File: src/hw/rnn_cfg.svh
`ifndef RNN_CFG_SVH
`define RNN_CFG_SVH

// word layout, Q16.16
`define RNN_FIXED_W      32
`define RNN_FRAC_W       16
`define RNN_PROD_W       64

// tanh table
`define RNN_LUT_ADDR_W   10
`define RNN_LUT_DEPTH    1024

// weights are stored scaled by 256
`define RNN_WEIGHT_SHIFT 8

`define RNN_ONE          32'sh0001_0000
`define RNN_HALF         32'sh0000_8000

// magnitude of 4.0 and up is past the table
`define RNN_SAT_BIT      18

`endif

File: src/hw/rnn_pkg.sv
`default_nettype none
`include "rnn_cfg.svh"

package rnn_pkg;

	// signed Q16.16 word
	typedef logic signed [`RNN_FIXED_W-1:0] fixed_t;

	// full width product of two words
	typedef logic signed [`RNN_PROD_W-1:0] prod_t;

	typedef logic [`RNN_LUT_ADDR_W-1:0] lut_addr_t;

	typedef enum logic [1:0] {
		ACT_TANH    = 2'd0,
		ACT_SIGMOID = 2'd1,
		ACT_RELU    = 2'd2
	} act_op_e;

endpackage

`default_nettype wire

File: src/hw/mac_stage.sv
`timescale 1ns/1ps
`default_nettype none
`include "rnn_cfg.svh"

module mac_stage import rnn_pkg::*; (
	input  wire            clk,
	input  wire            rst,
	input  wire            in_valid_i,
	input  wire fixed_t    in_weight_i,
	input  wire fixed_t    in_feature_i,
	input  wire            in_first_i,
	input  wire            in_last_i,
	input  wire fixed_t    in_bias_i,
	input  wire act_op_e   in_op_i,
	input  wire            sum_ready_i,
	output logic           in_ready_o,
	output logic           sum_valid_o,
	output fixed_t         sum_o,
	output act_op_e        sum_op_o
);

	prod_t   prod;
	fixed_t  prod_mid;
	fixed_t  acc;
	fixed_t  acc_next;
	act_op_e op_q;
	logic    beat;

	// room for a new beat whenever the sum register can drain
	assign in_ready_o = !sum_valid_o || sum_ready_i;
	assign beat = in_valid_i && in_ready_o;

	assign prod = prod_t'(in_weight_i) * prod_t'(in_feature_i);
	// keep bits 47..16 of the product
	assign prod_mid = prod[`RNN_FIXED_W+`RNN_FRAC_W-1:`RNN_FRAC_W];

	// a first beat reseeds from the bias
	assign acc_next = (in_first_i ? in_bias_i : acc) + prod_mid;

	always_ff @(posedge clk) begin
		if (rst) begin
			acc <= '0;
			sum_valid_o <= 1'b0;
		end else begin
			if (beat) begin
				acc <= acc_next;
			end
			if (beat && in_last_i) begin
				sum_valid_o <= 1'b1;
			end else if (sum_ready_i) begin
				sum_valid_o <= 1'b0;
			end
		end
	end

	always_ff @(posedge clk) begin
		if (beat && in_first_i) begin
			op_q <= in_op_i;
		end
		if (beat && in_last_i) begin
			sum_o <= acc_next;
			// single-beat burst has no stored opcode yet
			sum_op_o <= in_first_i ? in_op_i : op_q;
		end
	end

	a_sum_hold: assert property (@(posedge clk) disable iff (rst)
		sum_valid_o && !sum_ready_i |=> sum_valid_o && $stable(sum_o) && $stable(sum_op_o));

endmodule

`default_nettype wire

File: config.mk
export PLATFORM = sky130hd
export DESIGN_NAME = mac_stage
export DESIGN_NICKNAME = d
export VERILOG_FILES = /design/src/hw/rnn_pkg.sv /design/src/hw/mac_stage.sv
export VERILOG_INCLUDE_DIRS = /design/src /design/src/hw
export SDC_FILE = /design/constraint.sdc
export NUM_CORES = 2
export LEC_CHECK = 0
export CAP_MARGIN = 10
export CORE_UTILIZATION = 60
export CTS_BUF_LIST = sky130_fd_sc_hd__clkbuf_2
export CTS_CLUSTER_SIZE = 8
export DETAILED_ROUTE_END_ITERATION = 6
export DONT_BUFFER_PORTS = 1
export PLACE_DENSITY_LB_ADDON = 0.2
export RECOVER_POWER = 25
export SYNTH_ARGS = -nofsm -noshare
export SYNTH_HDL_FRONTEND = slang
export SYNTH_SLANG_ARGS = --single-unit
File: constraint.sdc
create_clock -name clk -period 24.2 [get_ports clk]
set_input_delay 1.21 -clock clk [delete_from_list [all_inputs] [get_ports clk]]
set_output_delay 1.21 -clock clk [all_outputs]
set_load 0.005 [all_outputs]
==> run_results.csv <==
group,metric,value,unit
min_path,whs_endpoint,"acc[6]",
min_path,hold_path_class,"reg -> reg",
min_path,worstHoldStart,"acc[6]",
setup_path,crit_required,24.67,ns
setup_path,r2r_cells,12,
clock_tree,clk_pin_slew,0.19,ns
route,vias,22800,
run_status,outcome,"completed",
route,firstDrtPassIters,5,
setup_path,rr_startpoint,"acc[3]",
route,drtAntennaViolNets,0,
sta,worstMarginPinSlew,0.868,ns
logic_synthesis,synthXorXnorAreaFrac,2.62,%
global_route,grt_antenna_before_repair,0,
setup_path,cp-end-kind,"flip-flop",
logic_synthesis,avgSynthCellArea,9.30,µm²
die,start_util,60.8,%
clock_tree,cts_hold_buf,0,
setup_path,cpPeakStageDelay,0.59,ns
global_route,grt_max_degree,37,
setup_path,cp-start-kind,"input port",
clock_tree,clk_latency,0.53,ns
sta,fin_setup_tns,0,ns
logic_synthesis,yosysTopAreaCell,"fa_1",
sta,rsz0062_at_grt,"false",
placement,hpwl,67500,µm
sta,finClkSkew,0.0229,ns
die,die_h,236,µm
logic_synthesis,synth_cell_types,55,
clock_tree,h-tree-depth,3,
sta,fin_crit_sh,41.8,%
layout,fin_util,61.3,%
logic_synthesis,synth.most_common_cell,"fa_1",
sta,hold_violations,0,
logic_synthesis,synth_ff_type,"edfxtp_1",
clock_tree,cts_tree,"built",
setup_path,worstReg2RegEnd,"acc[31]",
logic_synthesis,muxShareOfSynthArea,1.16,%
logic_synthesis,synth_top_family_by_area,"adder cells",
logic_synthesis,synthTopCellsByCount,"fa_1 (839), inv_1 (818), and2_1 (495)",
setup_path,r2r_slack,20.52,ns
logic_synthesis,synth_seq_cells,69,
layout,register_area,1740,µm²
sta,min_period,10.11,ns
route,wl_per_cell,19.8,µm
sta,drv_slew,0,
clock_tree,cts_buffers,9,
global_route,grt_pass1_vias,25700,
logic_synthesis,synth_edf_count,36,
global_route,grt.total_usage,30.7,%
logic_synthesis,syn_area,32800,µm²
sta,timing.fmax,98.9,MHz
die,dieArea,55600,µm²
clock_tree,cts.sinks,69,
logic_synthesis,syn_inst,3525,
logic_synthesis,synthesis.nets,4662,
clock_tree,cts_resized,0,
placement,place_area,33000,µm²
setup_path,path_common_cell,"fa_1",
logic_synthesis,synth_compound_area_share,3.78,%
route,drcViolationCount,0,
logic_synthesis,yosysTopAreaCellShare,51.3,%
layout,multiInputGateArea,27300,µm²
clock_tree,clockRootBuffer,"clkbuf_2",
flow_run,maxCapViolations,0,
layout,design_area,33000,µm²
logic_synthesis,synth_fa_ha_area_share,58.7,%
setup_path,critPathKind,"in -> reg",
die,die_x,236,µm
logic_synthesis,async_reset_ff_share,0,%
die,fp-row-count,85,
layout,drive_above_1_share,1.79,%
min_path,worstHoldPathCells,2,
placement,place_congestion,0.914,
route,drt_iter0_drc,1436,
sta,slew_headroom,41.8,%
setup_path,arrival,10.58,ns
logic_synthesis,yosysWarnings,0,
global_route,grt_first_pass_wirelength,134000,µm
route,viasPerCell,5.63,
clock_tree,clock_path_buffers,2,
global_route,overflow,0,
logic_synthesis,ys_top_cells_by_area,"fa_1 (51%), and2_1 (9.4%), inv_1 (9.4%)",
die,coreArea,53900,µm²
clock_tree,post-cts-setup-buffer-count,0,
sta,setup_viol,0,
layout,nets,4492,
setup_path,cpMaxStageDelayCell,"fa_1",
layout,syn_to_final_growth,0.828,%
placement,port_buffers,0,
setup_path,cp_max_fo,31,
logic_synthesis,synth-seq-area-share,5.31,%
route,drt_wl_total,80500,µm
logic_synthesis,synth-simple-area-share,17.0,%
die,io-pin-count,140,
layout,n_fill_cell,4585,
-- how the worst max path moves through the flow --
stage / from / endpoint / slack [ns]
after global placement: in_feature_i[17] / acc[31] / 13.74
final: in_feature_i[17] / acc[31] / 14.09
after detailed placement: in_feature_i[17] / acc[31] / 13.62
after global routing: in_feature_i[17] / acc[31] / 13.72
after CTS: in_feature_i[17] / acc[31] / 14.17
after floorplan: in_weight_i[18] / acc[31] / 14.26
-- critical path, delay by kind of cell --
kind / cells / cell delay (ns)
and+or+nand+nor: 8 / 1.55
adders and majority gates: 10 / 4.69
buffers and inverters: 4 / 0.24
AOI/OAI and AO/OA: 11 / 2.80
xor gates and xnor gates: 1 / 0.11
-- metrics by stage --
stage	worst slack, ns	std cells	hold slack, ns
2_1_floorplan	14.26	3525	0.429
3_5_place_dp	13.62	4040	0.438
6_report	14.09	4058	0.460
5_1_grt	13.72	4056	0.478
4_1_cts	14.17	4056	0.459
3_3_place_gp	13.74	4040	0.429
-- registers in the layout, indices dropped and copies added, names as in the netlist --
signal       count
acc             32
op_q             2
sum_o           32
sum_op_o         2
sum_valid_o      1
-- cell families (layout without fill, tap and decap cells) --
logic type	count (synthesis)	in the layout
adder cells (fa/ha/maj)	1033	1033
XOR/XNOR	98	98
flip-flops	69	69
multiplexers	34	34
AO/OA/AOI/OAI	196	196
AND/OR/NAND/NOR	1093	1093
buffers and inverters	1002	837
other	0	2
-- cells in the final DEF, fill, tap and decap left out, types with 5 or more instances in the layout --
cell type    n
nand3_1     19
xor2_1      23
dfxtp_1     33
nor3_1      11
a21oi_1     80
o21ai_0     25
nand2b_1    18
nor2b_1     18
o21a_1       8
o211ai_1     6
a21o_1      32
nor2_1      32
inv_1      818
fa_1       839
mux2_2      33
o21ai_1      5
and3_1       7
nand4_1      7
edfxtp_1    36
and2_1     494
ha_1       194
clkbuf_2    11
a211oi_1     6
a31oi_1      5
nand2_1    473
xnor2_1     75
o21bai_1     6
clkinv_1     5
-- final cells by class --
type / count / share of cell area [%]
Multi-Input combinational cell: 2454 / 82.5
Inverter: 818 / 9.29
Sequential cell: 69 / 5.27
Tap cell: 696 / 2.64
Clock buffer: 11 / 0.167
Timing Repair Buffer: 3 / 0.0682
Clock inverter: 5 / 0.0568
Antenna cell: 2 / 0.0151
-- per-layer routing --
layer  part of all wire, %  global-route usage [%]  routed length, µm
met1                    38                    37.8              30400
met3                   4.4                    3.38               3570
met5                     0                       0                  0
met2                    53                    54.6              42500
met4                   5.0                    13.4               4050
Power is left out: the tool's default activity adds up to more than one toggle a clock period on the data nets, which glitch-free logic cannot reach.
