[src/hw/rnn_cfg.svh]
`ifndef RNN_CFG_SVH
`define RNN_CFG_SVH

// word layout, Q16.16
`define RNN_FIXED_W      32
`define RNN_FRAC_W       16
`define RNN_PROD_W       64

// tanh table
`define RNN_LUT_ADDR_W   10
`define RNN_LUT_DEPTH    1024

// weights are stored scaled by 256
`define RNN_WEIGHT_SHIFT 8

`define RNN_ONE          32'sh0001_0000
`define RNN_HALF         32'sh0000_8000

// magnitude of 4.0 and up is past the table
`define RNN_SAT_BIT      18

`endif

[src/hw/rnn_pkg.sv]
`default_nettype none
`include "rnn_cfg.svh"

package rnn_pkg;

	// signed Q16.16 word
	typedef logic signed [`RNN_FIXED_W-1:0] fixed_t;

	// full width product of two words
	typedef logic signed [`RNN_PROD_W-1:0] prod_t;

	typedef logic [`RNN_LUT_ADDR_W-1:0] lut_addr_t;

	typedef enum logic [1:0] {
		ACT_TANH    = 2'd0,
		ACT_SIGMOID = 2'd1,
		ACT_RELU    = 2'd2
	} act_op_e;

endpackage

`default_nettype wire

[src/hw/interp_stage.sv]
`timescale 1ns/1ps
`default_nettype none
`include "rnn_cfg.svh"

module interp_stage import rnn_pkg::*; (
	input  wire          clk,
	input  wire          rst,
	input  wire          act_valid_i,
	input  wire fixed_t  tab_lo_i,
	input  wire fixed_t  tab_hi_i,
	input  wire [7:0]    frac_i,
	input  wire          neg_i,
	input  wire          sat_i,
	input  wire fixed_t  relu_i,
	input  wire act_op_e act_op_i,
	input  wire          out_ready_i,
	output logic         act_ready_o,
	output logic         out_valid_o,
	output fixed_t       out_data_o
);

	localparam int FRAC_BITS = `RNN_SAT_BIT - `RNN_LUT_ADDR_W;

	fixed_t diff;
	prod_t  step;
	fixed_t interp;
	fixed_t t;
	fixed_t t_signed;
	fixed_t result;
	logic   take;

	assign act_ready_o = !out_valid_o || out_ready_i;
	assign take = act_valid_i && act_ready_o;

	// linear step between neighbouring entries
	assign diff = tab_hi_i - tab_lo_i;
	assign step = prod_t'(diff) * prod_t'($signed({1'b0, frac_i}));
	assign interp = tab_lo_i + fixed_t'(step >>> FRAC_BITS);

	assign t = sat_i ? `RNN_ONE : interp;
	// tanh is odd
	assign t_signed = neg_i ? -t : t;

	always_comb begin
		case (act_op_i)
			ACT_SIGMOID: result = (t_signed >>> 1) + `RNN_HALF;
			ACT_RELU:    result = relu_i;
			default:     result = t_signed;
		endcase
	end

	always_ff @(posedge clk) begin
		if (rst) begin
			out_valid_o <= 1'b0;
		end else if (take) begin
			out_valid_o <= 1'b1;
		end else if (out_ready_i) begin
			out_valid_o <= 1'b0;
		end
	end

	always_ff @(posedge clk) begin
		if (take) begin
			out_data_o <= result;
		end
	end

	a_out_hold: assert property (@(posedge clk) disable iff (rst)
		out_valid_o && !out_ready_i |=> out_valid_o && $stable(out_data_o));

endmodule

`default_nettype wire

[config.mk]
export PLATFORM = sky130hd
export DESIGN_NAME = interp_stage
export DESIGN_NICKNAME = d
export VERILOG_FILES = /design/src/hw/rnn_pkg.sv /design/src/hw/interp_stage.sv
export VERILOG_INCLUDE_DIRS = /design/src /design/src/hw
export SDC_FILE = /design/constraint.sdc
export NUM_CORES = 1
export LEC_CHECK = 0
export ABC_CLOCK_PERIOD_IN_PS = 28300
export BUFFER_PORTS_ARGS = -buffer_cell sky130_fd_sc_hd__buf_2
export CAP_MARGIN = 0
export CORE_AREA = 10 10 169 171
export CTS_CLUSTER_DIAMETER = 120
export DETAILED_ROUTE_END_ITERATION = 16
export DIE_AREA = 0 0 179 181
export PLACE_DENSITY = 0.83
export SKIP_LAST_GASP = 1
export SLEW_MARGIN = 20
export SYNTH_ARGS = -nofsm -noshare
export SYNTH_HDL_FRONTEND = slang
export SYNTH_SLANG_ARGS = --single-unit
[constraint.sdc]
create_clock -name clk -period 28.3 [get_ports clk]
set_clock_uncertainty 0.1 [all_clocks]
set_input_delay 4.245 -clock clk [delete_from_list [all_inputs] [get_ports clk]]
set_output_delay 4.245 -clock clk [all_outputs]
set_load 0.02 [all_outputs]
==> reports/metrics.yaml, run 1 <==
min-delay-start: "out_valid_o$_SDFFE_PP0P_"
grtUsageMet1_pct: 32.9
gr-usage-met3_pct: 2.34
clock_latency_ps: 280
synth_area_per_cell_um2: 8.00
reg2reg_slack_ps: 26950
cts_made_buffers: 5
synth-main-ff-cell: "edfxtp_1"
nNetsFinal: 2409
yosysWarnings: 0
wl_per_cell_um: 17.5
crit_arrival_ps: 16280
busiest_layer: "met2"
grt.total_usage_pct: 24.6
min_to: "out_valid_o$_SDFFE_PP0P_"
core_um2: 25000
finalCriticalPeriod_ps: 16350
vias_per_cell: 5.97
utilization_pct: 63.8
clk_path_buf_depth: 2
place_hpwl_um: 33200
hold_viol_final: 0
timing.rr.end: "out_data_o[7]$_DFFE_PP_"
grt_max_degree: 45
netlist_area_um2: 14900
path_max_fanout: 9
crit_type: "in -> reg"
synth_edf_count: 32
path_clk_slew_ps: 50
yosys.cell_types.count: 94
vias: 13700
synth.top_cell.area_share_pct: 26.4
worst_hold_slack_ps: 415
startpoint: "tab_lo_i[1]"
hold_path_depth: 2
syn_inst: 1866
ctsRootBufferMaster: "clkbuf_16"
maxCapViolations: 0
initial_core_util_pct: 59.6
cts_setup_buffers: 0
die_h_um: 181
die-area_um2: 32400
first_pass_iters: 6
slew_headroom_pct: 30.9
worstReg2RegStart: "out_valid_o$_SDFFE_PP0P_"
post-route-period-util_pct: 57.8
cts_tree: "yes"
hp-class: "reg -> reg"
slew_violations: 0
die_x_um: 179
fin_tns_setup_ps: 0
place_area_um2: 15800
start_kind: "primary input"
antenna_cells: 0
drc: 0
fmax_mhz: 61.2
critPathCaptureType: "register"
required_ps: 28230
drtIter0Drc: 1436
cts_resized: 0
overflow: 0
syn2layout_area_growth_pct: 7.05
synth_top_area_cell: "fa_1"
critPathSlowestCell: "or4_1"
io_pins: 146
tightest_slew_ps: 1030
use_met2_pct: 40.9
rr_worst_depth: 3
routed_wl_um: 40000
final.fill_count: 2183
final_cell_area_um2: 16000
status: "finished clean"
drtAntennaViolNets: 0
synth_common_cells: "inv_1 (323), nand2_1 (207), fa_1 (197)"
cts.sinks: 33
gp_congestion: 0.913
ys_seq_area_share_pct: 6.57
synth_area_leaders: "fa_1 (26%), ha_1 (12%), inv_1 (8.1%), edfxtp_1 (6.4%), and2_1 (6.0%)"
hold_buffers: 0
grt_pass1_vias: 13900
slowest_delay_ps: 670
ys_ff_latch: 33
syn_nets: 2318
num_rows: 58
synth-async-reset-ratio_pct: 0
layout-drive-gt1-share_pct: 9.50
antenna_found_initial: 0
rsz0062_at_grt: "false"
numPortBuffers: 145
grt_pass1_wl_um: 67500
setup_viol: 0
cts-htree-levels: 2
yosys.cell_count.top_type: "inv_1"
[stage by stage]
stage / instances / setup WS [ps]
2_1_floorplan: 1866 / 13610
3_3_place_gp: 2280 / 12180
3_5_place_dp: 2280 / 11960
4_1_cts: 2288 / 12180
5_1_grt: 2288 / 11070
6_report: 2288 / 11950
[critical path: cells and delay by family]
family	cells	cell delay (ps)
and+or+nand+nor	12	2420
buffers and inverters	6	520
xor gates and xnor gates	3	740
AOI/OAI and AO/OA	21	5420
adders and majority gates	7	2940
[cell type report]
cell class	instances	area, µm²	area share, %
Clock buffer	5	125	0.783
Tap cell	330	413	2.58
Timing Repair Buffer	147	741	4.63
Inverter	326	1220	7.66
Sequential cell	33	981	6.14
Multi-Input combinational cell	1444	12500	78.1
Clock inverter	3	17.5	0.110
[worst max path at each step]
stage                     depth (start not counted)  slack [ps]                  endpoint
after global routing                             49       11070  out_data_o[30]$_DFFE_PP_
after CTS                                        49       12180  out_data_o[30]$_DFFE_PP_
final                                            49       11950  out_data_o[30]$_DFFE_PP_
after detailed placement                         49       11960  out_data_o[30]$_DFFE_PP_
after global placement                           49       12180  out_data_o[30]$_DFFE_PP_
after floorplan                                  51       13610  out_data_o[30]$_DFFE_PP_
[layout by cell type (no fill, tap or decap), drive strengths merged, types with 7 or more instances in the layout]
cell type    n
ha         143
or3         10
nor4         7
edfxtp      32
xnor2       67
a31oi       13
a21oi       78
fa         197
a211oi      11
nand4       12
nor2b       17
buf        147
and3        18
and2       144
a21o        40
nand2b      16
mux2i        8
o21a        16
nand3       32
a221oi      22
inv        324
nor2       106
o211ai       8
nor3        34
o21bai      10
a2111oi      7
a221o       10
o21ai       60
o31ai        8
a32oi        7
xor2        32
nand2      207
[cells by family (layout without fill, tap and decap cells)]
kind of cell / count (synthesis) / count (layout) / synth area share (%)
adders and majority gates: 340 / 340 / 38.4
DFF: 33 / 33 / 6.57
AOI/OAI and AO/OA: 346 / 346 / 16.3
muxes: 12 / 12 / 0.838
and+or+nand+nor: 647 / 647 / 22.3
xor gates and xnor gates: 99 / 99 / 5.81
buffers and inverters: 389 / 481 / 9.84
[state kept, by name, indices dropped and copies added (netlist names)]
register / count
out_valid_o: 1
out_data_o: 32
[per-layer routing]
| metal | routed length [µm] | share of wire, % |
|---|---|---|
| met1 | 17200 | 43 |
| met2 | 18700 | 47 |
| met3 | 2880 | 7.2 |
| met4 | 1180 | 3.0 |
| met5 | 0 | 0 |
Power of run 1 is not shown: default switching activity piles up to over one toggle a cycle in this logic, so the estimate is an artifact.
==> run 2: changes to the inputs <==
- ABC_AREA: default -> 1
- ABC_CLOCK_PERIOD_IN_PS: 28300 -> 15860
- CORE_AREA: 10 10 169 171 -> 10 10 171 173
- DIE_AREA: 0 0 179 181 -> 0 0 181 183
- clock period: 28.3 -> 15.86 ns (I/O delays scaled with it)
==> reports/metrics.yaml, run 2 <==
cts_tree: "yes"
cts_resized: 0
syn_nets: 2684
nNetsFinal: 2801
largest_reg_flops: 32
drc: 0
slew_violations: 0
maxCapViolations: 0
timing.rr.end: "out_data_o[18]$_DFFE_PP_"
drtIter0Drc: 1109
synth.top_cell.area_share_pct: 25.9
layout-drive-gt1-share_pct: 11.3
syn2layout_area_growth_pct: 7.62
routed_wl_um: 42100
critPathCaptureType: "register"
io_pins: 146
slew_headroom_pct: 30.5
ys_seq_area_share_pct: 6.43
yosys.cell_types.count: 47
die_x_um: 181
numPortBuffers: 145
critPathSlowestCell: "fa_1"
worst_hold_slack_ps: 408
cts-htree-levels: 2
hold_buffers: 0
status: "finished clean"
rsz0062_at_grt: "false"
dp.cells: 2677
cts.sinks: 33
place_hpwl_um: 36900
yosysWarnings: 0
overflow: 0
die-area_um2: 33100
post-route-period-util_pct: 77.9
finalCriticalPeriod_ps: 12360
syn_inst: 2232
gp_congestion: 0.919
reg_top3: "out_data_o x32, out_valid_o x1"
synth-main-ff-cell: "edfxtp_1"
yosys.cell_count.top_type: "nand2_1"
drtAntennaViolNets: 0
final_common_cell: "nand2_1"
cts_made_buffers: 5
synth-async-reset-ratio_pct: 0
clk_path_buf_depth: 2
wl_per_cell_um: 15.7
grt_pass1_vias: 15200
setup_viol: 0
num_rows: 59
die_h_um: 183
min-delay-start: "out_valid_o$_SDFFE_PP0P_"
hp-class: "reg -> reg"
synth_area_leaders: "fa_1 (26%), nand2_1 (13%), ha_1 (12%), inv_1 (12%), edfxtp_1 (6.3%)"
synth_top_area_cell: "fa_1"
min_to: "out_valid_o$_SDFFE_PP0P_"
final_cells: 2686
worstReg2RegStart: "out_valid_o$_SDFFE_PP0P_"
crit_arrival_ps: 12300
final.fill_count: 2329
ys_ff_latch: 33
tightest_slew_ps: 1040
initial_core_util_pct: 59.2
regArea_um2: 981
slowest_delay_ps: 570
first_pass_iters: 5
cpMostUsedCell: "nand2_1"
path_clk_slew_ps: 50
grt.total_usage_pct: 25.2
cts_setup_buffers: 0
synth_edf_count: 32
synth_common_cells: "nand2_1 (534), inv_1 (472), nor2_1 (229)"
reg2reg_slack_ps: 14570
hold_path_depth: 2
path_max_fanout: 7
fin_tns_setup_ps: 0
vias: 14700
grt_max_degree: 33
grt_pass1_wl_um: 71100
ctsRootBufferMaster: "clkbuf_16"
fmax_mhz: 80.9
core_um2: 25800
pre_cts_slack_ps: 3230
rr_worst_depth: 2
multi_input_area_um2: 12200
layout_common_cells: "nand2_1 (534), inv_1 (471), nor2_1 (229)"
worst_slack_ps: 3500
synth_area_per_cell_um2: 6.83
top_register: "out_data_o"
hold_viol_final: 0
antenna_found_initial: 1
required_ps: 15800
clock_latency_ps: 280
netlist_area_um2: 15200
start_kind: "primary input"
crit_type: "in -> reg"
vias_per_cell: 5.49
[run 2: how the worst max path moves through the flow]
stage / start / slack (ps) / end
5_1_grt: tab_hi_i[0] / 2560 / out_data_o[31]$_DFFE_PP_
4_1_cts: tab_hi_i[0] / 3540 / out_data_o[31]$_DFFE_PP_
3_3_place_gp: tab_hi_i[0] / 3440 / out_data_o[30]$_DFFE_PP_
2_1_floorplan: tab_hi_i[0] / 5000 / out_data_o[31]$_DFFE_PP_
3_5_place_dp: tab_hi_i[0] / 3230 / out_data_o[31]$_DFFE_PP_
6_report: tab_hi_i[0] / 3500 / out_data_o[31]$_DFFE_PP_
[run 2: cell families (layout without fill, tap and decap cells)]
kind of cell | count (synthesis) | in the layout | share of synthesized area, %
simple gates | 992 | 992 | 28.4
other cells | 0 | 1 | 0
flops | 33 | 33 | 6.43
xor+xnor | 78 | 78 | 4.60
fa+ha+maj | 340 | 340 | 37.6
buf+inv | 541 | 659 | 13.4
compound gates | 248 | 248 | 9.49
[run 2: final cells by class]
class | instances | area share [%]
antenna | 1 | 0.0153
clock buffer | 6 | 0.785
clock inverter | 2 | 0.0610
inverter | 501 | 11.5
multi-input combinational | 1658 | 74.5
sequential | 33 | 5.98
tap | 335 | 2.55
timing repair buffer | 150 | 4.65
[run 2: per-stage QoR]
step / cell area (µm²) / util, %
after floorplan: 15200 / -
after global placement: 16300 / 63.1
after detailed placement: 16300 / 63.1
after CTS: 16400 / 63.7
after global routing: 16400 / 63.7
final: 16400 / 63.7
[run 2: metal layers]
metal  wire length [µm]  track usage, %  vias up
met4               1250            7.97        0
met5                  0               0        -
li1                   -               -     7125
met1              17500            31.4     6887
met3               3610            4.27       87
met2              19800            43.7      645
[run 2: critical path: cells and delay by family]
kind,cells,cell delay [ps]
adder cells (fa/ha/maj),8,3300
XOR/XNOR,2,690
AND/OR/NAND/NOR,21,2260
buffers and inverters,8,460
AO/OA/AOI/OAI,15,3200
Power of run 2 is left out for the same reason.
